--- config.mk ---
export PLATFORM = sky130hd
export DESIGN_NAME = bp_core_top
export DESIGN_NICKNAME = d
export VERILOG_FILES = /design/src/verilog/bp_pkg.sv /design/src/verilog/resolve_if.sv /design/src/verilog/bp_core_top.sv /design/src/verilog/execute_stage.sv /design/src/verilog/decode_stage.sv /design/src/verilog/fetch_stage.sv /design/src/verilog/branch_predictor.sv
export SDC_FILE = /design/constraint.sdc
export NUM_CORES = 2
export LEC_CHECK = 0
export BUFFER_PORTS_ARGS = -buffer_cell sky130_fd_sc_hd__buf_4
export CAP_MARGIN = 10
export CORE_MARGIN = 2
export CORE_UTILIZATION = 40
export DETAILED_ROUTE_END_ITERATION = 16
export GPL_ROUTABILITY_DRIVEN = 0
export SLEW_MARGIN = 20
export SYNTH_ARGS = -nofsm -noshare
export SYNTH_HDL_FRONTEND = slang
export SYNTH_HIERARCHICAL = 1
export SYNTH_SLANG_ARGS = --single-unit
--- constraint.sdc ---
create_clock -name clk_i -period 6.3 [get_ports clk_i]
set_input_delay 1.26 -clock clk_i [delete_from_list [all_inputs] [get_ports clk_i]]
set_output_delay 1.26 -clock clk_i [all_outputs]
set_load 0.1 [all_outputs]
--- src/verilog/bp_pkg.sv ---
`default_nettype none

package bp_pkg;

    localparam int XLEN         = 32;
    localparam int REG_ADDR_W   = 5;
    localparam int IMEM_DEPTH_W = 4;

    // RV32I major opcodes in use
    localparam logic [6:0] OPC_OP     = 7'b0110011;
    localparam logic [6:0] OPC_OP_IMM = 7'b0010011;
    localparam logic [6:0] OPC_BRANCH = 7'b1100011;
    localparam logic [6:0] OPC_JAL    = 7'b1101111;

    localparam logic [2:0] ALU_ADD = 3'd0;
    localparam logic [2:0] ALU_SUB = 3'd1;
    localparam logic [2:0] ALU_AND = 3'd2;
    localparam logic [2:0] ALU_OR  = 3'd3;
    localparam logic [2:0] ALU_XOR = 3'd4;
    localparam logic [2:0] ALU_SLT = 3'd5;

    typedef struct packed {
        logic [6:0]            funct7;
        logic [REG_ADDR_W-1:0] rs2;
        logic [REG_ADDR_W-1:0] rs1;
        logic [2:0]            funct3;
        logic [REG_ADDR_W-1:0] rd;
        logic [6:0]            opcode;
    } insn_r_t;

    typedef struct packed {
        logic [11:0]           imm;
        logic [REG_ADDR_W-1:0] rs1;
        logic [2:0]            funct3;
        logic [REG_ADDR_W-1:0] rd;
        logic [6:0]            opcode;
    } insn_i_t;

    // One 32-bit word seen as register fields or as an I-immediate
    typedef union packed {
        insn_r_t r;
        insn_i_t i;
    } insn_t;

endpackage

`default_nettype wire
--- src/verilog/resolve_if.sv ---
`timescale 1ns/10ps
`default_nettype none

// Resolved control transfer sitting in EX/MEM
interface resolve_if;

    logic                    is_ctrl;
    logic                    taken;
    logic                    mispredict;
    logic [bp_pkg::XLEN-1:0] pc;
    logic [bp_pkg::XLEN-1:0] target;
    logic [bp_pkg::XLEN-1:0] pc_plus4;

    modport src (output is_ctrl, taken, mispredict, pc, target, pc_plus4);
    modport dst (input is_ctrl, taken, mispredict, pc, target, pc_plus4);

endinterface

`default_nettype wire

--- src/verilog/bp_core_top.sv ---
`timescale 1ns/10ps
`default_nettype none

module bp_core_top #(
    parameter int BP_INDEX_W = 4
) (
    input  logic                            clk_i,
    input  logic                            rst_ni,
    input  logic                            imem_we_i,
    input  logic [bp_pkg::IMEM_DEPTH_W-1:0] imem_waddr_i,
    input  logic [bp_pkg::XLEN-1:0]         imem_wdata_i,
    output logic                            retire_vld_o,
    output logic [bp_pkg::XLEN-1:0]         retire_pc_o,
    output logic                            retire_wren_o,
    output logic [bp_pkg::REG_ADDR_W-1:0]   retire_rd_o,
    output logic [bp_pkg::XLEN-1:0]         retire_data_o
);

    bp_pkg::insn_t                 ifid_insn;
    logic [bp_pkg::XLEN-1:0]       ifid_pc;
    logic                          ifid_pred_taken;
    logic                          flush;
    logic                          idex_vld;
    logic [bp_pkg::XLEN-1:0]       idex_pc;
    logic [bp_pkg::REG_ADDR_W-1:0] idex_rs1;
    logic [bp_pkg::REG_ADDR_W-1:0] idex_rs2;
    logic [bp_pkg::XLEN-1:0]       idex_rs1_data;
    logic [bp_pkg::XLEN-1:0]       idex_rs2_data;
    logic [bp_pkg::XLEN-1:0]       idex_imm;
    logic [bp_pkg::REG_ADDR_W-1:0] idex_rd;
    logic                          idex_rd_wren;
    logic                          idex_use_imm;
    logic [2:0]                    idex_alu_op;
    logic                          idex_is_branch;
    logic                          idex_is_jal;
    logic [2:0]                    idex_funct3;
    logic                          idex_pred_taken;

    resolve_if i_resolve_if ();

    fetch_stage #(
        .BP_INDEX_W (BP_INDEX_W)
    ) i_fetch_stage (
        .clk_i             (clk_i),
        .rst_ni            (rst_ni),
        .imem_we_i         (imem_we_i),
        .imem_waddr_i      (imem_waddr_i),
        .imem_wdata_i      (imem_wdata_i),
        .res               (i_resolve_if.dst),
        .ifid_insn_o       (ifid_insn),
        .ifid_pc_o         (ifid_pc),
        .ifid_pred_taken_o (ifid_pred_taken)
    );

    // Writeback from MEM/WB is also the retirement report
    decode_stage i_decode_stage (
        .clk_i             (clk_i),
        .rst_ni            (rst_ni),
        .flush_i           (flush),
        .ifid_insn_i       (ifid_insn),
        .ifid_pc_i         (ifid_pc),
        .ifid_pred_taken_i (ifid_pred_taken),
        .wb_wren_i         (retire_wren_o),
        .wb_rd_i           (retire_rd_o),
        .wb_data_i         (retire_data_o),
        .idex_vld_o        (idex_vld),
        .idex_pc_o         (idex_pc),
        .idex_rs1_o        (idex_rs1),
        .idex_rs2_o        (idex_rs2),
        .idex_rs1_data_o   (idex_rs1_data),
        .idex_rs2_data_o   (idex_rs2_data),
        .idex_imm_o        (idex_imm),
        .idex_rd_o         (idex_rd),
        .idex_rd_wren_o    (idex_rd_wren),
        .idex_use_imm_o    (idex_use_imm),
        .idex_alu_op_o     (idex_alu_op),
        .idex_is_branch_o  (idex_is_branch),
        .idex_is_jal_o     (idex_is_jal),
        .idex_funct3_o     (idex_funct3),
        .idex_pred_taken_o (idex_pred_taken)
    );

    execute_stage i_execute_stage (
        .clk_i             (clk_i),
        .rst_ni            (rst_ni),
        .idex_vld_i        (idex_vld),
        .idex_pc_i         (idex_pc),
        .idex_rs1_i        (idex_rs1),
        .idex_rs2_i        (idex_rs2),
        .idex_rs1_data_i   (idex_rs1_data),
        .idex_rs2_data_i   (idex_rs2_data),
        .idex_imm_i        (idex_imm),
        .idex_rd_i         (idex_rd),
        .idex_rd_wren_i    (idex_rd_wren),
        .idex_use_imm_i    (idex_use_imm),
        .idex_alu_op_i     (idex_alu_op),
        .idex_is_branch_i  (idex_is_branch),
        .idex_is_jal_i     (idex_is_jal),
        .idex_funct3_i     (idex_funct3),
        .idex_pred_taken_i (idex_pred_taken),
        .res               (i_resolve_if.src),
        .flush_o           (flush),
        .wb_wren_o         (retire_wren_o),
        .wb_rd_o           (retire_rd_o),
        .wb_data_o         (retire_data_o),
        .retire_vld_o      (retire_vld_o),
        .retire_pc_o       (retire_pc_o)
    );

endmodule

`default_nettype wire

--- src/verilog/execute_stage.sv ---
`timescale 1ns/10ps
`default_nettype none

module execute_stage (
    input  logic                          clk_i,
    input  logic                          rst_ni,
    input  logic                          idex_vld_i,
    input  logic [bp_pkg::XLEN-1:0]       idex_pc_i,
    input  logic [bp_pkg::REG_ADDR_W-1:0] idex_rs1_i,
    input  logic [bp_pkg::REG_ADDR_W-1:0] idex_rs2_i,
    input  logic [bp_pkg::XLEN-1:0]       idex_rs1_data_i,
    input  logic [bp_pkg::XLEN-1:0]       idex_rs2_data_i,
    input  logic [bp_pkg::XLEN-1:0]       idex_imm_i,
    input  logic [bp_pkg::REG_ADDR_W-1:0] idex_rd_i,
    input  logic                          idex_rd_wren_i,
    input  logic                          idex_use_imm_i,
    input  logic [2:0]                    idex_alu_op_i,
    input  logic                          idex_is_branch_i,
    input  logic                          idex_is_jal_i,
    input  logic [2:0]                    idex_funct3_i,
    input  logic                          idex_pred_taken_i,
    resolve_if.src                        res,
    output logic                          flush_o,
    output logic                          wb_wren_o,
    output logic [bp_pkg::REG_ADDR_W-1:0] wb_rd_o,
    output logic [bp_pkg::XLEN-1:0]       wb_data_o,
    output logic                          retire_vld_o,
    output logic [bp_pkg::XLEN-1:0]       retire_pc_o
);

    logic [bp_pkg::XLEN-1:0]       rs1_fwd;
    logic [bp_pkg::XLEN-1:0]       rs2_fwd;
    logic [bp_pkg::XLEN-1:0]       op_b;
    logic [bp_pkg::XLEN-1:0]       alu_res;
    logic                          cond;
    logic                          ex_taken;
    logic                          exmem_vld;
    logic                          exmem_wren;
    logic                          exmem_is_ctrl;
    logic                          exmem_taken;
    logic                          exmem_pred;
    logic [bp_pkg::XLEN-1:0]       exmem_pc;
    logic [bp_pkg::XLEN-1:0]       exmem_result;
    logic [bp_pkg::XLEN-1:0]       exmem_target;
    logic [bp_pkg::REG_ADDR_W-1:0] exmem_rd;

    // EX/MEM has priority over MEM/WB
    function automatic logic [bp_pkg::XLEN-1:0] fwd(
        input logic [bp_pkg::REG_ADDR_W-1:0] rs,
        input logic [bp_pkg::XLEN-1:0]       id_data
    );
        if (exmem_wren && (exmem_rd != '0) && (exmem_rd == rs)) begin
            return exmem_result;
        end
        if (wb_wren_o && (wb_rd_o != '0) && (wb_rd_o == rs)) begin
            return wb_data_o;
        end
        return id_data;
    endfunction

    always_comb begin
        rs1_fwd = fwd(idex_rs1_i, idex_rs1_data_i);
        rs2_fwd = fwd(idex_rs2_i, idex_rs2_data_i);
    end

    assign op_b = idex_use_imm_i ? idex_imm_i : rs2_fwd;

    always_comb begin
        case (idex_alu_op_i)
            bp_pkg::ALU_SUB: alu_res = rs1_fwd - op_b;
            bp_pkg::ALU_AND: alu_res = rs1_fwd & op_b;
            bp_pkg::ALU_OR:  alu_res = rs1_fwd | op_b;
            bp_pkg::ALU_XOR: alu_res = rs1_fwd ^ op_b;
            bp_pkg::ALU_SLT: alu_res = {31'd0, $signed(rs1_fwd) < $signed(op_b)};
            default:         alu_res = rs1_fwd + op_b;
        endcase
    end

    // Branch condition for beq, bne and blt from funct3
    always_comb begin
        case (idex_funct3_i)
            3'b001:  cond = (rs1_fwd != rs2_fwd);
            3'b100:  cond = ($signed(rs1_fwd) < $signed(rs2_fwd));
            default: cond = (rs1_fwd == rs2_fwd);
        endcase
    end

    assign ex_taken = idex_is_jal_i || (idex_is_branch_i && cond);

    assign res.is_ctrl    = exmem_is_ctrl;
    assign res.taken      = exmem_taken;
    assign res.pc         = exmem_pc;
    assign res.target     = exmem_target;
    assign res.pc_plus4   = exmem_pc + 32'd4;
    assign res.mispredict = exmem_is_ctrl && (exmem_pred != exmem_taken);
    assign flush_o        = res.mispredict;

    // EX/MEM drops the wrong-path instruction behind a misprediction
    always_ff @(posedge clk_i or negedge rst_ni) begin
        if (!rst_ni) begin
            exmem_vld     <= 1'b0;
            exmem_wren    <= 1'b0;
            exmem_is_ctrl <= 1'b0;
            exmem_taken   <= 1'b0;
            exmem_pred    <= 1'b0;
        end else if (res.mispredict) begin
            exmem_vld     <= 1'b0;
            exmem_wren    <= 1'b0;
            exmem_is_ctrl <= 1'b0;
            exmem_taken   <= 1'b0;
            exmem_pred    <= 1'b0;
        end else begin
            exmem_vld     <= idex_vld_i;
            exmem_wren    <= idex_rd_wren_i;
            exmem_is_ctrl <= idex_is_branch_i || idex_is_jal_i;
            exmem_taken   <= ex_taken;
            exmem_pred    <= idex_pred_taken_i;
        end
    end

    always_ff @(posedge clk_i) begin
        exmem_pc     <= idex_pc_i;
        exmem_rd     <= idex_rd_i;
        exmem_target <= idex_pc_i + idex_imm_i;
        exmem_result <= idex_is_jal_i ? (idex_pc_i + 32'd4) : alu_res;
    end

    // MEM/WB
    always_ff @(posedge clk_i or negedge rst_ni) begin
        if (!rst_ni) begin
            retire_vld_o <= 1'b0;
            wb_wren_o    <= 1'b0;
        end else begin
            retire_vld_o <= exmem_vld;
            wb_wren_o    <= exmem_wren;
        end
    end

    always_ff @(posedge clk_i) begin
        retire_pc_o <= exmem_pc;
        wb_rd_o     <= exmem_rd;
        wb_data_o   <= exmem_result;
    end

endmodule

`default_nettype wire

--- src/verilog/decode_stage.sv ---
`timescale 1ns/10ps
`default_nettype none

module decode_stage (
    input  logic                          clk_i,
    input  logic                          rst_ni,
    input  logic                          flush_i,
    input  bp_pkg::insn_t                 ifid_insn_i,
    input  logic [bp_pkg::XLEN-1:0]       ifid_pc_i,
    input  logic                          ifid_pred_taken_i,
    input  logic                          wb_wren_i,
    input  logic [bp_pkg::REG_ADDR_W-1:0] wb_rd_i,
    input  logic [bp_pkg::XLEN-1:0]       wb_data_i,
    output logic                          idex_vld_o,
    output logic [bp_pkg::XLEN-1:0]       idex_pc_o,
    output logic [bp_pkg::REG_ADDR_W-1:0] idex_rs1_o,
    output logic [bp_pkg::REG_ADDR_W-1:0] idex_rs2_o,
    output logic [bp_pkg::XLEN-1:0]       idex_rs1_data_o,
    output logic [bp_pkg::XLEN-1:0]       idex_rs2_data_o,
    output logic [bp_pkg::XLEN-1:0]       idex_imm_o,
    output logic [bp_pkg::REG_ADDR_W-1:0] idex_rd_o,
    output logic                          idex_rd_wren_o,
    output logic                          idex_use_imm_o,
    output logic [2:0]                    idex_alu_op_o,
    output logic                          idex_is_branch_o,
    output logic                          idex_is_jal_o,
    output logic [2:0]                    idex_funct3_o,
    output logic                          idex_pred_taken_o
);

    logic [bp_pkg::XLEN-1:0] regs [2 ** bp_pkg::REG_ADDR_W];
    logic [bp_pkg::XLEN-1:0] raw;
    logic [bp_pkg::XLEN-1:0] imm;
    logic [bp_pkg::XLEN-1:0] rs1_data;
    logic [bp_pkg::XLEN-1:0] rs2_data;
    logic [6:0]              funct7;
    logic [2:0]              funct3;
    logic [2:0]              alu_op;
    logic                    vld;
    logic                    rd_wren;
    logic                    use_imm;
    logic                    is_branch;
    logic                    is_jal;

    assign raw    = ifid_insn_i;
    assign funct7 = ifid_insn_i.r.funct7;
    assign funct3 = ifid_insn_i.r.funct3;

    // Unsupported words leave every control low
    always_comb begin
        vld       = 1'b0;
        rd_wren   = 1'b0;
        use_imm   = 1'b0;
        is_branch = 1'b0;
        is_jal    = 1'b0;
        alu_op    = bp_pkg::ALU_ADD;
        imm       = {{20{ifid_insn_i.i.imm[11]}}, ifid_insn_i.i.imm};
        case (ifid_insn_i.r.opcode)
            bp_pkg::OPC_OP: begin
                vld = 1'b1;
                case ({funct7, funct3})
                    {7'h00, 3'b000}: alu_op = bp_pkg::ALU_ADD;
                    {7'h20, 3'b000}: alu_op = bp_pkg::ALU_SUB;
                    {7'h00, 3'b111}: alu_op = bp_pkg::ALU_AND;
                    {7'h00, 3'b110}: alu_op = bp_pkg::ALU_OR;
                    {7'h00, 3'b100}: alu_op = bp_pkg::ALU_XOR;
                    {7'h00, 3'b010}: alu_op = bp_pkg::ALU_SLT;
                    default:         vld    = 1'b0;
                endcase
                rd_wren = vld;
            end
            bp_pkg::OPC_OP_IMM: begin
                vld     = (funct3 == 3'b000);
                rd_wren = vld;
                use_imm = 1'b1;
            end
            bp_pkg::OPC_BRANCH: begin
                // beq, bne, blt
                vld       = (funct3 == 3'b000) || (funct3 == 3'b001) || (funct3 == 3'b100);
                is_branch = vld;
                imm       = {{19{raw[31]}}, raw[31], raw[7], raw[30:25], raw[11:8], 1'b0};
            end
            bp_pkg::OPC_JAL: begin
                vld     = 1'b1;
                rd_wren = 1'b1;
                is_jal  = 1'b1;
                imm     = {{11{raw[31]}}, raw[31], raw[19:12], raw[20], raw[30:21], 1'b0};
            end
            default: begin
            end
        endcase
    end

    // Write-first read with x0 hardwired to zero
    function automatic logic [bp_pkg::XLEN-1:0] rf_read(
        input logic [bp_pkg::REG_ADDR_W-1:0] addr
    );
        if (addr == '0) begin
            return '0;
        end
        if (wb_wren_i && (wb_rd_i == addr)) begin
            return wb_data_i;
        end
        return regs[addr];
    endfunction

    always_comb begin
        rs1_data = rf_read(ifid_insn_i.r.rs1);
        rs2_data = rf_read(ifid_insn_i.r.rs2);
    end

    always_ff @(posedge clk_i) begin
        if (wb_wren_i && (wb_rd_i != '0)) begin
            regs[wb_rd_i] <= wb_data_i;
        end
    end

    // ID/EX controls clear to a bubble on reset or flush
    always_ff @(posedge clk_i or negedge rst_ni) begin
        if (!rst_ni) begin
            idex_vld_o        <= 1'b0;
            idex_rd_wren_o    <= 1'b0;
            idex_is_branch_o  <= 1'b0;
            idex_is_jal_o     <= 1'b0;
            idex_pred_taken_o <= 1'b0;
        end else if (flush_i) begin
            idex_vld_o        <= 1'b0;
            idex_rd_wren_o    <= 1'b0;
            idex_is_branch_o  <= 1'b0;
            idex_is_jal_o     <= 1'b0;
            idex_pred_taken_o <= 1'b0;
        end else begin
            idex_vld_o        <= vld;
            idex_rd_wren_o    <= rd_wren;
            idex_is_branch_o  <= is_branch;
            idex_is_jal_o     <= is_jal;
            idex_pred_taken_o <= ifid_pred_taken_i;
        end
    end

    always_ff @(posedge clk_i) begin
        idex_pc_o       <= ifid_pc_i;
        idex_rs1_o      <= ifid_insn_i.r.rs1;
        idex_rs2_o      <= ifid_insn_i.r.rs2;
        idex_rs1_data_o <= rs1_data;
        idex_rs2_data_o <= rs2_data;
        idex_imm_o      <= imm;
        idex_rd_o       <= ifid_insn_i.r.rd;
        idex_use_imm_o  <= use_imm;
        idex_alu_op_o   <= alu_op;
        idex_funct3_o   <= funct3;
    end

endmodule

`default_nettype wire

--- src/verilog/fetch_stage.sv ---
`timescale 1ns/10ps
`default_nettype none

module fetch_stage #(
    parameter int BP_INDEX_W = 4
) (
    input  logic                            clk_i,
    input  logic                            rst_ni,
    input  logic                            imem_we_i,
    input  logic [bp_pkg::IMEM_DEPTH_W-1:0] imem_waddr_i,
    input  logic [bp_pkg::XLEN-1:0]         imem_wdata_i,
    resolve_if.dst                          res,
    output bp_pkg::insn_t                   ifid_insn_o,
    output logic [bp_pkg::XLEN-1:0]         ifid_pc_o,
    output logic                            ifid_pred_taken_o
);

    logic [bp_pkg::XLEN-1:0] imem [2 ** bp_pkg::IMEM_DEPTH_W];

    logic [bp_pkg::XLEN-1:0] pc_q;
    logic [bp_pkg::XLEN-1:0] pc_next;
    logic [bp_pkg::XLEN-1:0] pc_plus4;
    logic [bp_pkg::XLEN-1:0] recover_pc;
    logic [bp_pkg::XLEN-1:0] pred_target;
    logic                    pred_taken;
    bp_pkg::insn_t           insn;

    branch_predictor #(
        .BP_INDEX_W (BP_INDEX_W)
    ) i_branch_predictor (
        .clk_i         (clk_i),
        .rst_ni        (rst_ni),
        .fetch_pc_i    (pc_q),
        .res           (res),
        .pred_taken_o  (pred_taken),
        .pred_target_o (pred_target)
    );

    assign pc_plus4   = pc_q + 32'd4;
    assign recover_pc = res.taken ? res.target : res.pc_plus4;

    always_comb begin
        if (res.mispredict) begin
            pc_next = recover_pc;
        end else if (pred_taken) begin
            pc_next = pred_target;
        end else begin
            pc_next = pc_plus4;
        end
    end

    // Program load port for use while the core sits in reset
    always_ff @(posedge clk_i) begin
        if (imem_we_i) begin
            imem[imem_waddr_i] <= imem_wdata_i;
        end
    end

    assign insn = imem[pc_q[bp_pkg::IMEM_DEPTH_W+1:2]];

    always_ff @(posedge clk_i or negedge rst_ni) begin
        if (!rst_ni) begin
            pc_q <= '0;
        end else begin
            pc_q <= pc_next;
        end
    end

    // All-zero word decodes as invalid, so it doubles as the bubble
    always_ff @(posedge clk_i or negedge rst_ni) begin
        if (!rst_ni) begin
            ifid_insn_o       <= '0;
            ifid_pc_o         <= '0;
            ifid_pred_taken_o <= 1'b0;
        end else if (res.mispredict) begin
            ifid_insn_o       <= '0;
            ifid_pc_o         <= '0;
            ifid_pred_taken_o <= 1'b0;
        end else begin
            ifid_insn_o       <= insn;
            ifid_pc_o         <= pc_q;
            ifid_pred_taken_o <= pred_taken;
        end
    end

endmodule

`default_nettype wire

--- src/verilog/branch_predictor.sv ---
`timescale 1ns/10ps
`default_nettype none

module branch_predictor #(
    parameter int BP_INDEX_W = 4
) (
    input  logic                    clk_i,
    input  logic                    rst_ni,
    input  logic [bp_pkg::XLEN-1:0] fetch_pc_i,
    resolve_if.dst                  res,
    output logic                    pred_taken_o,
    output logic [bp_pkg::XLEN-1:0] pred_target_o
);

    localparam int ENTRIES = 2 ** BP_INDEX_W;
    localparam int TAG_W   = bp_pkg::XLEN - BP_INDEX_W - 2;

    logic [ENTRIES-1:0][1:0]  pht;
    logic [ENTRIES-1:0]       btb_vld;
    logic [TAG_W-1:0]         btb_tag [ENTRIES];
    logic [bp_pkg::XLEN-1:0]  btb_target [ENTRIES];

    logic [BP_INDEX_W-1:0] rd_idx;
    logic [BP_INDEX_W-1:0] wr_idx;
    logic [TAG_W-1:0]      rd_tag;
    logic [TAG_W-1:0]      wr_tag;

    // Index sits just above the byte offset and the tag is the rest
    assign rd_idx = fetch_pc_i[BP_INDEX_W+1:2];
    assign rd_tag = fetch_pc_i[bp_pkg::XLEN-1:BP_INDEX_W+2];
    assign wr_idx = res.pc[BP_INDEX_W+1:2];
    assign wr_tag = res.pc[bp_pkg::XLEN-1:BP_INDEX_W+2];

    // Taken only on a tag hit with a weakly or strongly taken counter
    assign pred_taken_o  = btb_vld[rd_idx] && (btb_tag[rd_idx] == rd_tag) && pht[rd_idx][1];
    assign pred_target_o = btb_target[rd_idx];

    always_ff @(posedge clk_i or negedge rst_ni) begin
        if (!rst_ni) begin
            pht     <= '0;
            btb_vld <= '0;
        end else if (res.is_ctrl) begin
            if (res.taken) begin
                btb_vld[wr_idx] <= 1'b1;
                if (pht[wr_idx] != 2'd3) begin
                    pht[wr_idx] <= pht[wr_idx] + 2'd1;
                end
            end else if (pht[wr_idx] != 2'd0) begin
                pht[wr_idx] <= pht[wr_idx] - 2'd1;
            end
        end
    end

    always_ff @(posedge clk_i) begin
        if (res.is_ctrl && res.taken) begin
            btb_tag[wr_idx]    <= wr_tag;
            btb_target[wr_idx] <= res.target;
        end
    end

endmodule

`default_nettype wire

Word level (Yosys, flattened, before mapping)
Memories as Yosys holds them, arrays and structs flattened. Cells that the tools add are included.

Mux-type cells: 77. Equality and inequality tests: 30. Shifts and indexed selects: 0. Div/mod/pow operators: 0. Reduce and logical (&&, ||, !) cells: 29. Multipliers: 0. Order comparisons: 5. Bitwise logic cells: 4. Add/sub/neg operators: 8.

Operator list (count): $mux W32 (26); $pmux W32 S5 (1); $add A32 B3 Y32 const B (3); $add A32 B32 Y32 (2); $bwmux W32 (2); $lt A32 B32 Y1 (2); $pmux W20 S2 (1); $mux W1 (35); $and A32 B32 Y32 (1); $eq A32 B32 Y1 (1); $ne A32 B32 Y1 (1); $or A32 B32 Y32 (1); $sub A32 B32 Y32 (1); $xor A32 B32 Y32 (1); $eq A10 B3 Y1 const B (3); $eq A5 B5 Y1 (6); $eq A26 B26 Y1 (1); $bmux W2 S4 (2); $or A16 B16 Y16 (1); $pmux W3 S5 (1); $eq A7 B7 Y1 const B (2); $logic_and A1 B1 Y1 (14); $eq A3 B3 Y1 const B (4); $eq A10 B2 Y1 const B (1); 27 further kinds (40).

Memory bits (writable): 2464. Bits of input ports: 39. Bits in latches: 0. Output and inout bits: 71. Memories: 4. Memory bits (read-only): 0. Register bits after elaboration: 466.

Memories: i_decode_stage.regs (words 32, width 32, rd ports 2, clocked after memory_dff 0, wr ports 1, RTL line decode_stage.sv:31) `logic [bp_pkg::XLEN-1:0] regs [2 ** bp_pkg::REG_ADDR_W];`; i_fetch_stage.i_branch_predictor.btb_target (words 16, width 32, rd ports 1, clocked after memory_dff 0, wr ports 1, RTL line branch_predictor.sv:21) `logic [bp_pkg::XLEN-1:0] btb_target [ENTRIES];`; i_fetch_stage.imem (words 16, width 32, rd ports 1, clocked after memory_dff 0, wr ports 1, RTL line fetch_stage.sv:18) `logic [bp_pkg::XLEN-1:0] imem [2 ** bp_pkg::IMEM_DEPTH_W];`; i_fetch_stage.i_branch_predictor.btb_tag (words 16, width 26, rd ports 1, clocked after memory_dff 0, wr ports 1, RTL line branch_predictor.sv:20) `logic [TAG_W-1:0] btb_tag [ENTRIES];`.

Logic depth before layout (Yosys ltp)
Depth in word-level cells: 12. Gate-level depth with buffers: 20. Gate-level depth less buffers: 19.

Cells and area by module
Netlist, hierarchy kept.

Modules (own cells, without submodules): decode_stage (sequential area each 33657.3 um2, area each 51652.0 um2, times used 1, cells an instance 2883); branch_predictor (sequential area each 29067.9 um2, area each 38015.2 um2, times used 1, cells an instance 1678); fetch_stage (sequential area each 17802.1 um2, area each 24222.0 um2, times used 1, cells an instance 1375); execute_stage (sequential area each 3578.4 um2, area each 14332.5 um2, times used 1, cells an instance 1848).

Worst setup path before layout
OpenSTA, ideal clock, no wires.

Path kind: register to register. Start point: register i_execute_stage/wb_rd_o[1] (netlist bit). End point: register i_execute_stage/exmem_result[0] (netlist bit). Required time: 6.178 ns. Clock period less this slack: 5.741 ns. Setup slack: 0.559 ns. Arrival: 5.619 ns. Path buffers: 2. Stages on the path, launching flop included: 17. Cells stage by stage: dfxtp_1 -> or4_1 -> o21ai_0 -> nor4_1 -> clkbuf_1 -> mux2i_1 -> o21ai_0 -> ha_1 -> clkbuf_1 -> or4_1 -> o41ai_2 -> a31o_2 -> a21oi_1 -> o21ai_1 -> nand2b_1 -> a22o_1 -> a221o_1.

Cells in the longest elaborated chain, start to end: 11.

RTL lines: start, declared (RTL line execute_stage.sv:25) `output logic [bp_pkg::REG_ADDR_W-1:0] wb_rd_o,`; start signal, assigned (RTL line execute_stage.sv:141) `wb_rd_o <= exmem_rd;`; $reduce_bool A5 Y1 (RTL line execute_stage.sv:55) `if (wb_wren_o && (wb_rd_o != '0) && (wb_rd_o == rs)) begin`; $logic_and A1 B1 Y1 (2 in series) (RTL line execute_stage.sv:55); $mux W1 (2 in series) (RTL line execute_stage.sv:55); $mux W32 (RTL line execute_stage.sv:58) `return id_data;`; $mux W32 (RTL line execute_stage.sv:55); $mux W32 (RTL line execute_stage.sv:66) `assign op_b = idex_use_imm_i ? idex_imm_i : rs2_fwd;`; $add A32 B32 Y32 (tied with other cells) (RTL line execute_stage.sv:75) `default: alu_res = rs1_fwd + op_b;`; $pmux W32 S5 * (RTL line execute_stage.sv:69) `case (idex_alu_op_i)`; $mux W32 * (RTL line execute_stage.sv:125) `exmem_result <= idex_is_jal_i ? (idex_pc_i + 32'd4) : alu_res;`; end signal, assigned (RTL line execute_stage.sv:125); end, declared (RTL line execute_stage.sv:43) `logic [bp_pkg::XLEN-1:0] exmem_result;`.

Mark *: on every way between the ends. The rest lies on a longest branch, timed or not. The select of a mux whose other input is x is not followed. A chain may end at the register's enable or synchronous reset.

Worst setup path in the final report
Start point: register i_execute_stage/wb_rd_o[0] (netlist bit). End point: register i_execute_stage/exmem_result[28] (netlist bit).

Cells in the longest elaborated chain, start to end: 11.

RTL lines (RTL line): $reduce_bool A5 Y1 (execute_stage.sv:55); $logic_and A1 B1 Y1 (2 in series) (execute_stage.sv:55); $mux W1 (2 in series) (execute_stage.sv:55); $mux W32 (execute_stage.sv:58); $mux W32 (execute_stage.sv:55); $mux W32 (execute_stage.sv:66); $add A32 B32 Y32 (tied with other cells) (execute_stage.sv:75); $pmux W32 S5 * (execute_stage.sv:69); $mux W32 * (execute_stage.sv:125).

Marked as above.

==> metrics.md <==
| Metric | Value |
|---|---|
| Fin cells | `12,402` |
| WP depth | `21` |
| Crit path capture type | `flop` |
| Number of global-route vias before repair | `74,854` |
| Setup TNS | `0 ns` |
| Top Ports | `110` |
| Crit path from | `i_execute_stage/wb_rd_o[0]` |
| Commonest non-fill, non-tap cell in the layout | `edfxtp_1` |
| Via count | `75,036` |
| ANT nets after route | `0` |
| Reg-to-Reg Start | `i_execute_stage/wb_rd_o[0]` |
| Die Width | `570 um` |
| Slew @ Worst Pin | `1.13 ns` |
| Setup crit start kind | `flop` |
| Slowest CP cell | `buf_4` |
| Arr. time, crit path | `6.45 ns` |
| Die ar. | `325,000 um2` |
| # clock sinks | `2,930` |
| Flops & latches, synth | `2,930` |
| Sequential element share of the synthesized area | `65.6%` |
| Power Total | `67.1 mW` |
| Status | `finished clean` |
| Period minus WS final | `5.70 ns` |
| Asr flop ratio synth | `5.36%` |
| Layout cell share with drive strength beyond 1 | `20.9%` |
| # nets final | `8,167` |
| Port bufs | `109` |
| Area delta synth->final | `12.8%` |
| Initial drt markers | `9,136` |
| Synthesized instance count | `7,784` |
| PD cells | `464 nW/um2` |
| Worst slack, placed | `0.802 ns` |
| Worst skew pair latency | `0.93 ns` |
| Dpl cells | `11,825` |
| Worst hold path class | `reg -> reg` |
| Most frequent cells in the layout | `2,464 x edfxtp_1, 697 x mux4_2, 570 x mux2i_1, 391 x nand2_1, 321 x clkbuf_16` |
| Final Cycle Share | `90.5%` |
| Total wire length | `370 mm` |
| Via density | `6.05` |
| Worst reg2reg path endpoint | `i_execute_stage/exmem_result[28]` |
| Total GRT Usage | `22.3%` |
| Synth cell types | `104` |
| Yosys warns | `6` |
| Peak supply drop | `0.000445 V` |
| Grt ovf | `0` |
| P_leak | `49.4 nW` |
| FF-to-FF path depth | `21` |
| First-pass GRT wire length | `533 mm` |
| Drt first pass iters | `8` |
| Postcts setup bufs | `0` |
| Setup slack after layout | `0.600 ns` |
| CTS tree | `done` |
| CP max FO | `32` |
| Initial Util | `40.2%` |
| Clock Path Buffers | `4` |
| Crit-path max cell delay | `0.55 ns` |
| Root Buffer | `clkbuf_16` |
| Total CTS buffers | `314` |
| Max_cap viols | `0` |
| F_max | `175 MHz` |
| Hold slack final | `0.307 ns` |
| Unrepaired setup endpoints after global routing | `no` |
| Post-cts sizing count | `0` |
| DP HPWL | `222 mm` |
| # setup viols final | `0` |
| Antenna violations before repair | `17` |
| FP Rows | `207` |
| Kind of critical path | `reg -> reg` |
| Chip Height | `570 um` |
| Core ar. | `319,000 um2` |
| Relative slew margins | `24.7%` |
| Delay-heaviest family, CP | `compound AO/OA/AOI/OAI gates` |
| Critical Path RT | `7.05 ns` |
| DRC viols | `0` |
| Final hold vios | `0` |
| Synth Area per Inst | `16.5 um2` |
| Sequence of cells on the critical path | `buf_4 > xnor2_1 > nand3_1 > nor4_2 > buf_4 > mux2i_1 > o21ai_0 > mux2_2 > ha_1 > inv_1 > fa_1 > nand2b_1 > a21oi_1 > nor3_1 > a21oi_1 > a21oi_1 > o211ai_1 > a41oi_1 > xnor2_1 > a221oi_1 > a21oi_1` |
| Fin Clk Skew | `0.0674 ns` |
| Average wire per standard cell | `29.8 um` |
| H-tree levels | `5` |
| Worst setup endpoint | `i_execute_stage/exmem_result[28]` |
| Number of flops mapped to enable cells by yosys | `2,464` |
| Final Max Slew Viols | `0` |
| Post-Syn Area | `128,000 um2` |
| CP most frequent cell | `a21oi_1` |
| Reg2reg setup slack | `0.60 ns` |
| Largest net degree at the start of global routing | `122` |
| Clk slew on worst S/H paths | `0.06 ns` |
| Main synth FF type | `edfxtp_1` |
| Number of hold buffers added after cts | `0` |
| WP buf/inv | `3` |
[flip-flops by register name, indices dropped and copies added (netlist names), 416 cells and up]
name	count
i_fetch_stage/i_branch_predictor/btb_target	512
i_decode_stage/regs	1024
i_fetch_stage/imem	512
i_fetch_stage/i_branch_predictor/btb_tag	416
[Yosys cell counts (all sizes together), types with 13 or more instances]
cell / number / area, um2
edfxtp: 2464 / 74000
mux4: 723 / 16400
mux2i: 570 / 5710
nand2: 391 / 1470
dfxtp: 309 / 6190
o21ai: 292 / 1470
buf: 272 / 1680
nor2: 245 / 920
clkbuf: 234 / 878
a21oi: 227 / 1140
a22oi: 171 / 1280
ha: 164 / 2050
dfrtp: 157 / 3930
inv: 152 / 571
nand3: 146 / 736
xnor2: 128 / 1120
a211oi: 115 / 868
nor2b: 99 / 622
nor3: 74 / 382
mux2: 73 / 822
xor2: 68 / 596
a31oi: 64 / 400
o22ai: 61 / 382
a221oi: 56 / 509
a21o: 51 / 383
o211ai: 43 / 323
a32oi: 39 / 342
nand4: 36 / 262
a22o: 35 / 307
nand2b: 35 / 219
nor4: 33 / 243
and3: 29 / 184
or2: 27 / 169
o21bai: 15 / 113
and2: 13 / 83.8
[power breakdown]
group,switching (mW),internal (mW),total [mW]
registers,2.06,23.7,25.8
logic,14.8,8.36,23.1
clock network,7.80,10.4,18.2
total,24.7,42.5,67.1
[cells by family (layout without fill, tap and decap cells)]
| group | count (synthesis) | count (layout) | synth area share (%) |
|---|---|---|---|
| adder cells (fa/ha/maj) | 167 | 167 | 1.65 |
| other | 1 | 35 | 0.00292 |
| AO/OA/AOI/OAI | 1272 | 1272 | 6.58 |
| AND/OR/NAND/NOR | 1194 | 1194 | 4.53 |
| flip-flops | 2930 | 2930 | 65.6 |
| buffers and inverters | 658 | 1062 | 2.44 |
| multiplexers | 1366 | 1366 | 17.9 |
| XOR/XNOR | 196 | 196 | 1.34 |
[layout make-up]
cell class	instances	area (um2)
Inverter	152	573
Fill cell	27317	174000
Clock buffer	423	8650
Antenna cell	3	7.51
Multi-Input combinational cell	4227	41700
Clock inverter	151	1520
Timing Repair Buffer	336	2850
Sequential cell	2930	84100
Tap cell	4180	5230
[routing by layer]
metal	vias up	global-route usage [%]	share of wire [%]
met3	678	3.15	7.8
met2	3447	36.6	48
met5	-	0	0.015
met1	39366	30.8	41
met4	10	6.77	3.0
li1	31535	-	-
[how the worst min path moves through the flow]
stage	from	end	slack, ns	cells after the start
3_3_place_gp	i_decode_stage/idex_rd_o[4]	i_execute_stage/exmem_rd[4]	0.32	0
4_1_cts	i_decode_stage/idex_rd_o[2]	i_execute_stage/exmem_rd[2]	0.30	0
3_5_place_dp	i_decode_stage/idex_rd_o[3]	i_execute_stage/exmem_rd[3]	0.31	0
5_1_grt	i_decode_stage/idex_rd_o[2]	i_execute_stage/exmem_rd[2]	0.30	0
6_report	i_decode_stage/idex_rd_o[2]	i_execute_stage/exmem_rd[2]	0.31	0
2_1_floorplan	i_decode_stage/idex_rd_o[0]	i_execute_stage/exmem_rd[0]	0.31	0
[through the flow]
stage / util, % / instance area (um2)
global placement: 42.2 / 134000
detailed placement: 42.2 / 135000
floorplan: - / 128000
finish: 45.4 / 145000
CTS: 45.4 / 145000
global route: 45.4 / 145000
No activity file was read; power rests on OpenSTA's default activity.
